$ cat config.mk
export PLATFORM = sky130hd
export DESIGN_NAME = hazardUnit
export DESIGN_NICKNAME = d
export VERILOG_FILES = /design/src/hazardPkg.sv /design/src/operandUseIf.sv /design/src/operandUseDecoder.sv /design/src/execNewDecoder.sv /design/src/memNewTracker.sv /design/src/stallDetector.sv /design/src/hazardUnit.sv
export SDC_FILE = /design/constraint.sdc
export NUM_CORES = 1
export LEC_CHECK = 0
export ABC_CLOCK_PERIOD_IN_PS = 4050
export BUFFER_PORTS_ARGS = -buffer_cell sky130_fd_sc_hd__buf_2
export CAP_MARGIN = 25
export CORE_MARGIN = 4
export CORE_UTILIZATION = 30
export CTS_BUF_LIST = sky130_fd_sc_hd__clkbuf_16
export DETAILED_ROUTE_END_ITERATION = 10
export HOLD_SLACK_MARGIN = 0.12
export SLEW_MARGIN = 20
export SYNTH_ARGS = -nofsm -noshare
export SYNTH_HDL_FRONTEND = slang
export SYNTH_SLANG_ARGS = --single-unit
$ cat constraint.sdc
create_clock -name clk -period 4.05 [get_ports clk]
set_clock_uncertainty 0.05 [all_clocks]
set_input_delay 0.405 -clock clk [delete_from_list [all_inputs] [get_ports clk]]
set_output_delay 0.405 -clock clk [all_outputs]
set_load 0.05 [all_outputs]
$ cat src/hazardPkg.sv
package hazardPkg;

    typedef logic [4:0] regNumT;
    typedef logic [1:0] tCodeT;

    //////////////////////////////
    // Primary opcodes
    //////////////////////////////
    localparam logic [5:0] OP_RTYPE = 6'b000000;
    localparam logic [5:0] OP_ORI   = 6'b001101;
    localparam logic [5:0] OP_ADDI  = 6'b001000;
    localparam logic [5:0] OP_ANDI  = 6'b001100;
    localparam logic [5:0] OP_LUI   = 6'b001111;
    localparam logic [5:0] OP_LW    = 6'b100011;
    localparam logic [5:0] OP_LB    = 6'b100000;
    localparam logic [5:0] OP_LH    = 6'b100001;
    localparam logic [5:0] OP_SW    = 6'b101011;
    localparam logic [5:0] OP_SB    = 6'b101000;
    localparam logic [5:0] OP_SH    = 6'b101001;
    localparam logic [5:0] OP_BEQ   = 6'b000100;
    localparam logic [5:0] OP_BNE   = 6'b000101;
    localparam logic [5:0] OP_J     = 6'b000010;
    localparam logic [5:0] OP_JAL   = 6'b000011;

    //////////////////////////////
    // R-type function codes
    //////////////////////////////
    localparam logic [5:0] FN_ADD   = 6'b100000;
    localparam logic [5:0] FN_SUB   = 6'b100010;
    localparam logic [5:0] FN_AND   = 6'b100100;
    localparam logic [5:0] FN_OR    = 6'b100101;
    localparam logic [5:0] FN_SLT   = 6'b101010;
    localparam logic [5:0] FN_SLTU  = 6'b101011;
    localparam logic [5:0] FN_MULT  = 6'b011000;
    localparam logic [5:0] FN_MULTU = 6'b011001;
    localparam logic [5:0] FN_DIV   = 6'b011010;
    localparam logic [5:0] FN_DIVU  = 6'b011011;
    localparam logic [5:0] FN_MFHI  = 6'b010000;
    localparam logic [5:0] FN_MFLO  = 6'b010010;
    localparam logic [5:0] FN_MTHI  = 6'b010001;
    localparam logic [5:0] FN_MTLO  = 6'b010011;
    localparam logic [5:0] FN_JR    = 6'b001000;

    // Register zero never causes a hazard
    localparam regNumT REG_NONE = 5'd0;
    localparam regNumT REG_RA   = 5'd31;

    // Cycles until an operand is needed or a result is ready
    localparam tCodeT T_NOW = 2'd0;
    localparam tCodeT T_ONE = 2'd1;
    localparam tCodeT T_TWO = 2'd2;

    //////////////////////////////
    // Instruction word views
    //////////////////////////////
    typedef union packed {
        struct packed {
            logic [5:0] opcode;
            regNumT     rs;
            regNumT     rt;
            regNumT     rd;
            logic [4:0] shamt;
            logic [5:0] funct;
        } rView;
        struct packed {
            logic [5:0]  opcode;
            regNumT      rs;
            regNumT      rt;
            logic [15:0] imm;
        } iView;
    } instrT;

endpackage

$ cat src/operandUseIf.sv
`timescale 1ns/100ps

interface operandUseIf;
    import hazardPkg::*;

    regNumT useRs;
    regNumT useRt;
    tCodeT  tUseRs;
    tCodeT  tUseRt;

    modport producer (
        output useRs,
        output useRt,
        output tUseRs,
        output tUseRt
    );

    modport consumer (
        input useRs,
        input useRt,
        input tUseRs,
        input tUseRt
    );

endinterface

$ cat src/operandUseDecoder.sv
`timescale 1ns/100ps

module operandUseDecoder (
    input  hazardPkg::instrT instrD,
    operandUseIf.producer    opUse
);
    import hazardPkg::*;

    regNumT rsReg;
    regNumT rtReg;
    tCodeT  rsUse;
    tCodeT  rtUse;

    always_comb begin
        // Nops and unknown words read nothing
        rsReg = REG_NONE;
        rtReg = REG_NONE;
        rsUse = T_NOW;
        rtUse = T_NOW;

        case (instrD.rView.opcode)
            OP_RTYPE: begin
                case (instrD.rView.funct)
                    FN_ADD, FN_SUB, FN_AND, FN_OR, FN_SLT, FN_SLTU,
                    FN_MULT, FN_MULTU, FN_DIV, FN_DIVU: begin
                        rsReg = instrD.rView.rs;
                        rtReg = instrD.rView.rt;
                        rsUse = T_ONE;
                        rtUse = T_ONE;
                    end
                    FN_MTHI, FN_MTLO: begin
                        rsReg = instrD.rView.rs;
                        rsUse = T_ONE;
                    end
                    // Jump target is needed in decode
                    FN_JR: begin
                        rsReg = instrD.rView.rs;
                        rsUse = T_NOW;
                    end
                    default: begin
                        rsReg = REG_NONE;
                    end
                endcase
            end
            OP_ORI, OP_ADDI, OP_ANDI, OP_LW, OP_LB, OP_LH: begin
                rsReg = instrD.rView.rs;
                rsUse = T_ONE;
            end
            // Store data is not needed until the memory stage
            OP_SW, OP_SB, OP_SH: begin
                rsReg = instrD.rView.rs;
                rtReg = instrD.rView.rt;
                rsUse = T_ONE;
                rtUse = T_TWO;
            end
            // Branch compare happens in decode
            OP_BEQ, OP_BNE: begin
                rsReg = instrD.rView.rs;
                rtReg = instrD.rView.rt;
                rsUse = T_NOW;
                rtUse = T_NOW;
            end
            default: begin
                rsReg = REG_NONE;
            end
        endcase
    end

    assign opUse.useRs  = rsReg;
    assign opUse.useRt  = rtReg;
    assign opUse.tUseRs = rsUse;
    assign opUse.tUseRt = rtUse;

endmodule

$ cat src/execNewDecoder.sv
`timescale 1ns/100ps

module execNewDecoder (
    input  hazardPkg::instrT  instrE,
    output hazardPkg::regNumT dstE,
    output hazardPkg::tCodeT  tNewE
);
    import hazardPkg::*;

    regNumT dstReg;
    tCodeT  newTime;

    always_comb begin
        dstReg  = REG_NONE;
        newTime = T_NOW;

        case (instrE.rView.opcode)
            OP_RTYPE: begin
                case (instrE.rView.funct)
                    FN_ADD, FN_SUB, FN_AND, FN_OR, FN_SLT, FN_SLTU,
                    FN_MFHI, FN_MFLO: begin
                        dstReg  = instrE.rView.rd;
                        newTime = T_ONE;
                    end
                    default: begin
                        dstReg = REG_NONE;
                    end
                endcase
            end
            // Immediate ALU ops write rt
            OP_ORI, OP_ADDI, OP_ANDI, OP_LUI: begin
                dstReg  = instrE.iView.rt;
                newTime = T_ONE;
            end
            // Load data arrives after the memory stage
            OP_LW, OP_LB, OP_LH: begin
                dstReg  = instrE.iView.rt;
                newTime = T_TWO;
            end
            OP_JAL: begin
                dstReg  = REG_RA;
                newTime = T_NOW;
            end
            default: begin
                dstReg = REG_NONE;
            end
        endcase
    end

    assign dstE  = dstReg;
    assign tNewE = newTime;

endmodule

$ cat src/memNewTracker.sv
`timescale 1ns/100ps

module memNewTracker (
    input  logic              clk,
    input  logic              arstN,
    input  hazardPkg::regNumT dstE,
    input  hazardPkg::tCodeT  tNewE,
    output hazardPkg::regNumT dstM,
    output hazardPkg::tCodeT  tNewM
);
    import hazardPkg::*;

    tCodeT tNewAged;

    // One stage closer to ready, floor at zero
    assign tNewAged = (tNewE == T_NOW) ? T_NOW : tCodeT'(tNewE - T_ONE);

    always_ff @(posedge clk or negedge arstN) begin
        if (!arstN) begin
            dstM  <= REG_NONE;
            tNewM <= T_NOW;
        end else begin
            dstM  <= dstE;
            tNewM <= tNewAged;
        end
    end

endmodule

$ cat src/stallDetector.sv
`timescale 1ns/100ps

module stallDetector (
    input  hazardPkg::instrT  instrD,
    operandUseIf.consumer     opUse,
    input  hazardPkg::regNumT dstE,
    input  hazardPkg::regNumT dstM,
    input  hazardPkg::tCodeT  tNewE,
    input  hazardPkg::tCodeT  tNewM,
    input  logic              regWriteE,
    input  logic              regWriteM,
    input  logic              mduBusy,
    input  logic              mduStart,
    output logic              pcWrite,
    output logic              ifIdEn,
    output logic              idExClr,
    output logic              mduClr
);
    import hazardPkg::*;

    logic isRType;
    logic isHiLo;
    logic isMulDiv;
    logic mduActive;
    logic dataStall;
    logic stall;

    // Producer result would arrive after the operand is needed
    function automatic logic lateProducer(input regNumT useReg, input tCodeT tUse,
                                          input regNumT dst, input tCodeT tNew,
                                          input logic regWrite);
        lateProducer = (useReg != REG_NONE) && (useReg == dst) && regWrite && (tUse < tNew);
    endfunction

    assign isRType   = (instrD.rView.opcode == OP_RTYPE);
    assign isHiLo    = isRType && (instrD.rView.funct inside {FN_MFHI, FN_MFLO,
                                                              FN_MTHI, FN_MTLO});
    assign isMulDiv  = isRType && (instrD.rView.funct inside {FN_MULT, FN_MULTU,
                                                              FN_DIV, FN_DIVU});
    assign mduActive = mduBusy | mduStart;

    assign dataStall = lateProducer(opUse.useRs, opUse.tUseRs, dstE, tNewE, regWriteE)
                     | lateProducer(opUse.useRs, opUse.tUseRs, dstM, tNewM, regWriteM)
                     | lateProducer(opUse.useRt, opUse.tUseRt, dstE, tNewE, regWriteE)
                     | lateProducer(opUse.useRt, opUse.tUseRt, dstM, tNewM, regWriteM);

    assign stall = dataStall | (mduActive & isHiLo);

    //////////////////////////////
    // Pipeline controls
    //////////////////////////////
    assign pcWrite = ~stall;
    assign ifIdEn  = ~stall;
    assign idExClr = stall;

    // New multiply or divide restarts a busy unit
    assign mduClr  = mduActive & isMulDiv;

endmodule

$ cat src/hazardUnit.sv
`timescale 1ns/100ps

module hazardUnit (
    input  logic              clk,
    input  logic              arstN,
    input  hazardPkg::instrT  instrD,
    input  hazardPkg::instrT  instrE,
    input  logic              regWriteE,
    input  logic              regWriteM,
    input  logic              mduBusy,
    input  logic              mduStart,
    output logic              pcWrite,
    output logic              ifIdEn,
    output logic              idExClr,
    output logic              mduClr,
    output hazardPkg::regNumT useRsD,
    output hazardPkg::regNumT useRtD,
    output hazardPkg::tCodeT  tNewE,
    output hazardPkg::tCodeT  tNewM
);
    import hazardPkg::*;

    regNumT dstE;
    regNumT dstM;

    operandUseIf opUseBus ();

    //////////////////////////////
    // Decode stage consumers
    //////////////////////////////
    operandUseDecoder uOperandUse (
        .instrD (instrD),
        .opUse  (opUseBus.producer)
    );

    assign useRsD = opUseBus.useRs;
    assign useRtD = opUseBus.useRt;

    //////////////////////////////
    // Execute and memory producers
    //////////////////////////////
    execNewDecoder uExecNew (
        .instrE (instrE),
        .dstE   (dstE),
        .tNewE  (tNewE)
    );

    memNewTracker uMemNew (
        .clk    (clk),
        .arstN  (arstN),
        .dstE   (dstE),
        .tNewE  (tNewE),
        .dstM   (dstM),
        .tNewM  (tNewM)
    );

    stallDetector uStall (
        .instrD    (instrD),
        .opUse     (opUseBus.consumer),
        .dstE      (dstE),
        .dstM      (dstM),
        .tNewE     (tNewE),
        .tNewM     (tNewM),
        .regWriteE (regWriteE),
        .regWriteM (regWriteM),
        .mduBusy   (mduBusy),
        .mduStart  (mduStart),
        .pcWrite   (pcWrite),
        .ifIdEn    (ifIdEn),
        .idExClr   (idExClr),
        .mduClr    (mduClr)
    );

endmodule

Word-level counts from Yosys, hierarchy flattened
Index checks and enable logic that the tools add are counted.

word-level totals
  register bits after elaboration = 7
  input bits = 70
  output and inout port bits = 18
  word-level logic and storage cells = 106

operators by class
  add/sub/neg operators = 1
  order comparisons = 4
  equality and inequality tests = 46
  multiplexer cells = 13
  bitwise logic cells = 8
  reductions and logical operators = 32

operator list
  operator              count
  $eq A6 B6 Y1 const B  21
  $eq A6 B5 Y1 const B  10
  $eq A6 B4 Y1 const B  8
  $eq A5 B5 Y1          4
  $pmux W5 S2           2
  $mux W5               3
  $pmux W5 S3           1
  $logic_and A1 B1 Y1   14
  $reduce_or A13 Y1     1
  $eq A6 B3 Y1 const B  2
  $logic_not A6 Y1      2
  $reduce_or A12 Y1     1
  $reduce_or A11 Y1     1
  $reduce_bool A5 Y1    2
  $reduce_or A10 Y1     1
  $reduce_or A9 Y1      1
  $lt A2 B2 Y1          4
  $pmux W2 S2           2
  $reduce_bool A4 Y1    2
  $reduce_or A8 Y1      1
  $reduce_or A7 Y1      1
  $eq A6 B2 Y1 const B  1
  $pmux W2 S3           1
  $reduce_or A3 Y1      2
  other kinds (9)       16

Logic depth before layout (Yosys ltp)
Gate-level depths: netlist of run 1.

  depth after elaboration = 13
  mapped depth = 11
  mapped depth without buffers = 9

By module
From an unflattened synthesis of run 1, not the netlist that was laid out.

second synthesis, totals
  cells, all modules = 149
  area total of the unflattened synthesis = 1209.9 µm²

by module, submodules not included
  module             instances  cells an instance  area each (µm²)  seq. area each (µm²)
  stallDetector      1          60                 424.2            0.0
  operandUseDecoder  1          56                 410.4            0.0
  memNewTracker      1          9                  191.4            175.2
  execNewDecoder     1          24                 183.9            0.0

Worst setup path after synthesis of run 1
OpenSTA, ideal clock, no wires.

  kind = input to output
  start = in instrE[26] in the netlist's numbering
  end = out pcWrite
  arrival = 3375 ps
  required time = 3595 ps
  setup slack = 220 ps
  cell stages on the path = 10
  buffers on the path = 1
  cell sequence = nand2b_1 nand3_2 inv_2 a31o_4 a221o_2 xor2_1 nor3_1 o2111a_1 nor3_1 buf_4

between the ends
  elaborated cells between the ends (all ways) = 29
  those cells by class = order compare (2); eq/ne (10); mux (2); bitwise (5); reduce/logical (10)

RTL lines
  what                                                  line                  source
  start: declaration                                    hazardUnit.sv:7       input hazardPkg::instrT instrE,
  $eq A6 B4 Y1 or $eq A6 B6 Y1 (tied branches)          execNewDecoder.sv:17  case (instrE.rView.opcode)
  $reduce_or A4 Y1 or $reduce_or A3 Y1 (tied branches)  execNewDecoder.sv:17
  $pmux W2 S3 *                                         execNewDecoder.sv:17
  net tNewE[1]                                          hazardUnit.sv:18      output hazardPkg::tCodeT tNewE,
  $lt A2 B2 Y1                                          stallDetector.sv:32   lateProducer = (useReg != REG_NONE) && (useReg == dst) && regWrite && (tUse < tNew);
  $logic_and A1 B1 Y1                                   stallDetector.sv:32
  $or A1 B1 Y1                                          stallDetector.sv:43   | lateProducer(opUse.useRs, opUse.tUseRs, dstM, tNewM, regWriteM)
  $or A1 B1 Y1 *                                        stallDetector.sv:44   | lateProducer(opUse.useRt, opUse.tUseRt, dstE, tNewE, regWriteE)
  $or A1 B1 Y1 *                                        stallDetector.sv:45   | lateProducer(opUse.useRt, opUse.tUseRt, dstM, tNewM, regWriteM);
  $or A1 B1 Y1 *                                        stallDetector.sv:47   assign stall = dataStall | (mduActive & isHiLo);
  $not A1 Y1 *                                          n/a
  end: declaration                                      hazardUnit.sv:12      output logic pcWrite,

The timed path passes the listed nets; every way through them passes the cells marked *.

Worst setup path in the final report of run 1
  start = in instrD[3] in the netlist's numbering
  end = out idExClr

between the ends
  word-level cells in the longest chain between the ends = 12
  elaborated cells between the ends (all ways) = 55
  those cells by class = order compare (4); eq/ne (19); mux (8); bitwise (5); reduce/logical (19)

ends and longest elaborated chain
  what                                                line                     source
  start: declaration                                  hazardUnit.sv:6          input hazardPkg::instrT instrD,
  $eq A6 B6 Y1 (tied with other cells)                operandUseDecoder.sv:23  case (instrD.rView.funct)
  $reduce_or A13 Y1 (no source line)                  n/a
  $mux W5                                             operandUseDecoder.sv:23
  $pmux W5 S2                                         operandUseDecoder.sv:21  case (instrD.rView.opcode)
  $eq A5 B5 Y1 or $reduce_bool A5 Y1 (tied branches)  stallDetector.sv:32
  $logic_and A1 B1 Y1 (3 in a row)                    stallDetector.sv:32
  $or A1 B1 Y1                                        stallDetector.sv:43
  $or A1 B1 Y1                                        stallDetector.sv:44
  $or A1 B1 Y1                                        stallDetector.sv:45
  $or A1 B1 Y1 *                                      stallDetector.sv:47
  end: declaration                                    hazardUnit.sv:14         output logic idExClr,

Every way passes the cells marked *; elsewhere a longest branch is shown, timed or not.

==> flow_summary.toml, run 1 <==
[routing]
drt-total-wl_um = 3560
drc = 0
vias_per_cell = 5.18
detail_route.wl_per_cell_um = 12.8
first_iter_violations = 96
firstDrtPassIters = 4
ant_nets = 0
vias = 1435

[logic_synthesis]
synth_area_per_cell_um2 = 7.86
synth_fa_ha_area_share_pct = 2.00
syn_area_mm2 = 0.00125
synth_top_cell_by_area = "dfrtp_1"
synth_warnings = 0
synth-seq-cells = 7
async_flop_share_pct = 100
synth_top_area_share_pct = 14.0
synth_compound_area_share_pct = 25.5
synthTopCellsByCount = "13 x nor2_1, 11 x xnor2_1, 9 x o21ai_0"
synth_xor_area_share_pct = 11.9
synth.most_common_cell = "nor2_1"
synth_seq_area_share_pct = 14.0
synthMuxAreaShare_pct = 0
synth_simple_gate_area_share_pct = 41.0
synth_edf_count = 0
synth_top_family_by_area = "simple AND/OR/NAND/NOR gates"
synthFlopType = "dfrtp_1"
syn_nets = 231
syn_inst = 159
synth_cell_types = 57
synth.area.top_cells = "dfrtp_1 14%, xnor2_1 7.7%, a221o_2 5.4%, xor2_1 4.2%, and2_1 4.0%"

[floorplanning]
initial_core_util_pct = 31.0
core-area_mm2 = 0.00403
fp.dieH_um = 72.6
die-area_mm2 = 0.00526
die_x_um = 72.6
ioPinCount = 88
num_rows = 23

[finish]
multiInputGateArea_mm2 = 0.00101
nets = 300
final_cells = 277
diodes = 0
areaGrowthSynthToFinish_pct = 36.4
layout-drive-gt1-share_pct = 40.5
register_area_um2 = 175
fillers = 441

[power]
leakage_nw = 0.834
power_mw = 0.365
peakVddDrop_mv = 0.143
power.density_mw_per_mm2 = 214

[critical_path]
endpoint_kind = "output port"
arrival_ns = 2.89
required_ns = 3.60
crit_path_max_fanout = 11
crit_type = "input port to output port"
start_kind = "input port"

[clocking]
cts_tree = "done"
cts_resized = 0
clk_pin_slew_worst_paths_ns = 0.03
post_cts_buffers = 0
cts.sink_count = 7
numCtsBuffers = 3
cts.htree.levels = 1
cts-root-buf = "clkbuf_16"
clk_path_buf_depth = 2

[grt]
grt_use_met2_pct = 22.6
grt.total_usage_pct = 13.5
grt_pass1_vias = 1370
antenna_found_initial = 0
grtUsageMet1_pct = 17.6
gr-usage-met3_pct = 3.19
grt_pass1_wl_um = 5800
grt_max_degree = 12
gr-max-usage-layer = "met2"
grt-ovfl-total = 0

[placement]
place_inst = 272
portBuffers = 67
hpwl_um = 3150
gp_congestion = 0.769

[timing]
fmax_mhz = 299
rsz0062_at_grt = "false"
tns_ns = 0
setup_viol = 0
timing.final.crit_period_ns = 3.34
max_slew_margin_pct = 50.6
worstMarginPinSlew_ns = 0.722
fin_crit_sh_pct = 82.6
slew_viol_final = 0
finalHoldViolCount = 0

[status]
status = "completed"

[worst_hold_path]
min_path_type = "input port to flip-flop"

[job]
cap_violations = 0
-- power breakdown --
part,switching [mW],leakage [nW],internal (mW)
clock network,0.0335,0.0423,0.128
logic,0.0731,0.698,0.0546
registers,0.00318,0.0940,0.0730
total,0.110,0.834,0.256
-- final cells by class --
type / count / share of cell area (%)
Multi-Input combinational cell: 139 / 59.2
Clock inverter: 1 / 0.220
Inverter: 9 / 1.98
Clock buffer: 3 / 4.40
Sequential cell: 7 / 10.3
Tap cell: 50 / 3.67
Timing Repair Buffer: 68 / 20.2
-- per-layer routing --
| metal | share of wire, % | up-vias |
|---|---|---|
| met5 | 0 | - |
| met1 | 46 | 650 |
| li1 | - | 742 |
| met4 | 0.31 | 0 |
| met3 | 6.8 | 2 |
| met2 | 46 | 41 |
-- placed cells by master (no fill, tap or decap), types with 3 or more instances in the layout --
cell type / Yosys / routed
nor4b_1: 3 / 3
and2_1: 8 / 8
o21ai_0: 9 / 9
a31oi_1: 4 / 4
nand2_1: 5 / 5
a21oi_1: 3 / 3
dfrtp_1: 7 / 7
buf_2: 1 / 67
xnor2_1: 11 / 11
nor2_1: 13 / 13
nor2b_1: 5 / 5
xor2_1: 6 / 6
nand3b_1: 4 / 4
inv_1: 8 / 9
nor3_1: 4 / 4
nor4_1: 6 / 6
a221o_2: 6 / 6
clkbuf_16: 0 / 3
nand2b_1: 4 / 4
and2_4: 3 / 3
-- critical path, cell delays in order --
cell      delay (ns)
buf_2           0.16
nor4b_1         0.36
and2b_1         0.22
a311oi_1        0.31
or2_1           0.36
nand4b_1        0.13
or3_1           0.37
o21ai_0         0.20
or3_1           0.14
buf_2           0.25
-- timing repair --
item / 4_1_cts / 5_1_grt
hold buffers: 1 / 0
endpoints found under the hold margin: 7 / 0
setup endpoints to repair: 0 / 0
-- flip-flops by register name (all words and copies together), names as in the netlist --
| signal | cells |
|---|---|
| uMemNew.dstM | 5 |
| uMemNew.tNewM | 2 |
-- cells by family after synthesis --
logic type,Yosys count
and+or+nand+nor,80
AOI/OAI and AO/OA,39
xor gates and xnor gates,17
adders and majority gates,2
buffers and inverters,13
other,1
DFF,7
-- worst paths after layout --
path,startpoint,end,slack [ns],cells past startpoint
min in group asynchronous,arstN,uMemNew.tNewM[0]$_DFF_PN0_,0.49,2
max in group asynchronous,arstN,uMemNew.dstM[3]$_DFF_PN0_,3.31,2
hold / removal,instrE[31],uMemNew.tNewM[0]$_DFF_PN0_,0.42,3
setup / recovery,instrD[3],idExClr,0.71,10
-- per-stage QoR --
stage	instance area, µm²	util [%]	worst slack [ns]	hold WS (ns)
after floorplan	1250	-	0.220	0.0594
after global placement	1620	40.1	0.704	0.187
after detailed placement	1620	40.1	0.682	0.189
after CTS	1710	42.3	0.693	0.424
after global routing	1710	42.3	0.483	0.454
final	1710	42.3	0.705	0.417
No activity file was read; power rests on OpenSTA's default activity.
==> inputs of run 2 (changes only) <==
--- a/config.mk
+++ b/config.mk
@@ -5,7 +5,7 @@
 export SDC_FILE = /design/constraint.sdc
 export NUM_CORES = 1
 export LEC_CHECK = 0
-export ABC_CLOCK_PERIOD_IN_PS = 4050
+export ABC_CLOCK_PERIOD_IN_PS = 3320
 export BUFFER_PORTS_ARGS = -buffer_cell sky130_fd_sc_hd__buf_2
 export CAP_MARGIN = 25
 export CORE_MARGIN = 4
==> constraint.sdc (replaced) <==
create_clock -name clk -period 3.32 [get_ports clk]
set_clock_uncertainty 0.05 [all_clocks]
set_input_delay 0.332 -clock clk [delete_from_list [all_inputs] [get_ports clk]]
set_output_delay 0.332 -clock clk [all_outputs]
set_load 0.05 [all_outputs]
==> run 2 against run 1 <==
Against the previous run:
- clock power grew 20%
- utilization grew 1.1 points
- via count grew 0.56%
- power grew 23%
- sequential power grew 22%
- sequential share of layout area shrank 0.27 points
- count of clock-buffer cells in the layout is the same
- global-route usage shrank 0.053 points
- largest power group unchanged
==> flow_summary.toml, run 2 (synthesis results as in run 1) <==
[finish]
diodes = 0
fin_util_pct = 43.5
layout_common_cells = "67 x buf_2, 13 x nor2_1, 11 x xnor2_1"
reg_top3 = "uMemNew.dstM x5, uMemNew.tNewM x2"
layout-drive-gt1-share_pct = 42.2
regMostFlops = "uMemNew.dstM"
largest_register_ffs = 5
final_common_cell = "buf_2"
nets = 303
areaGrowthSynthToFinish_pct = 40.1

[job]
cap_violations = 0

[grt]
grt_pass1_wl_um = 5750
grt.total_usage_pct = 13.4
grt_pass1_vias = 1344
grt-ovfl-total = 0
grt_max_degree = 12
antenna_found_initial = 0

[placement]
hpwl_um = 3190
gp_congestion = 0.803
portBuffers = 67

[floorplanning]
initial_core_util_pct = 31.0
die_x_um = 72.6
fp.dieH_um = 72.6
num_rows = 23
core-area_mm2 = 0.00403
die-area_mm2 = 0.00526
ioPinCount = 88

[routing]
detail_route.wl_per_cell_um = 13.0
vias = 1443
drt-total-wl_um = 3640
ant_nets = 0
drc = 0
firstDrtPassIters = 4
vias_per_cell = 5.15
first_iter_violations = 85

[timing]
fin_crit_sh_pct = 92.8
finalHoldViolCount = 0
setup_viol = 0
timing.final.crit_period_ns = 3.08
rsz0062_at_grt = "false"
fmax_mhz = 325
tns_ns = 0
slew_viol_final = 0
whs_ns = 0.352

[clocking]
cts.sink_count = 7
clk_pin_slew_worst_paths_ns = 0.03
cts.htree.levels = 1
cts-root-buf = "clkbuf_16"
clk_path_buf_depth = 2
numCtsBuffers = 3
cts_tree = "done"

[power]
peakVddDrop_mv = 0.161
power.density_mw_per_mm2 = 257
power_frac_seq_pct = 20.7
clockPowerShare_pct = 43.4
leakage_nw = 0.856
sw_frac_of_total_pct = 29.9
p_switching_mw = 0.134
power_frac_comb_pct = 35.9
internal_power_mw = 0.315

[status]
status = "completed"

[critical_path]
crit_path_max_fanout = 10
start_kind = "input port"
arrival_ns = 2.70
crit_type = "input port to output port"
endpoint_kind = "output port"
required_ns = 2.94

[worst_hold_path]
whs_path_depth = 3
hp-start = "instrE[31]"
hold_path_end = "uMemNew.tNewM[0]$_DFF_PN0_"
min_path_type = "input port to flip-flop"
run 2: cell types whose count changed in the layout (fill, tap and decap cells not counted), sizes merged:
| cell | change |
|---|---|
| buf | +3 |
run 2: power groups by stage:
stage / clock network, mW / logic, mW / registers, mW
detailed placement: 0 / 0.160 / 0.0942
global placement: 0 / 0.159 / 0.0942
global route: 0.202 / 0.177 / 0.0937
CTS: 0.196 / 0.162 / 0.0932
floorplan: 0 / 0.0911 / 0.0962
finish: 0.195 / 0.161 / 0.0931
run 2: layout make-up:
| class | count | area (µm²) |
|---|---|---|
| Clock buffer | 3 | 75.1 |
| Clock inverter | 1 | 3.75 |
| Fill cell | 432 | 2280 |
| Inverter | 9 | 33.8 |
| Multi-Input combinational cell | 139 | 1020 |
| Sequential cell | 7 | 175 |
| Tap cell | 50 | 62.6 |
| Timing Repair Buffer | 71 | 380 |
run 2: critical path, stage by stage:
cell      delay [ns]
buf_2           0.15
nor4_2          0.31
nand2_1         0.16
a311oi_1        0.37
or2_1           0.22
buf_12          0.13
a21oi_1         0.06
or3_1           0.30
o21ai_0         0.24
or3_1           0.16
buf_2           0.25
run 2: repair_timing:
item                                   CTS  global route
resized for setup                        0             1
hold buffers                             1             0
endpoints found under the hold margin    7             0
setup buffers                            0             0
setup endpoints to repair                0             1
run 2: through the flow:
| stage | setup slack [ns] | cells | power [mW] | cell area (µm²) |
|---|---|---|---|---|
| 6_report | 0.239 | 280 | 0.450 | 1750 |
| 3_5_place_dp | 0.179 | 275 | 0.255 | 1660 |
| 2_1_floorplan | 0.120 | 159 | 0.187 | 1250 |
| 5_1_grt | 0.0429 | 280 | 0.472 | 1750 |
| 4_1_cts | 0.175 | 280 | 0.451 | 1750 |
| 3_3_place_gp | 0.205 | 275 | 0.253 | 1660 |
run 2: routing by layer:
metal | vias up | share of wire (%) | wire [µm] | GRT usage, %
li1 | 744 | - | - | -
met1 | 653 | 44 | 1610 | 17.3
met2 | 44 | 48 | 1750 | 23.0
met3 | 2 | 7.3 | 267 | 2.91
met4 | 0 | 0.30 | 11 | 2.46
met5 | - | 0 | 0 | 0
run 2: how the worst max path moves through the flow:
stage          cells past startpoint  endpoint  startpoint  slack (ns)
6_report                          11   idExClr  instrD[28]        0.24
5_1_grt                           11   idExClr  instrD[28]        0.04
4_1_cts                           11   idExClr   instrD[3]        0.17
3_5_place_dp                      11   idExClr   instrD[3]        0.18
3_3_place_gp                      11   idExClr   instrD[3]        0.20
2_1_floorplan                     10   pcWrite  instrE[26]        0.12
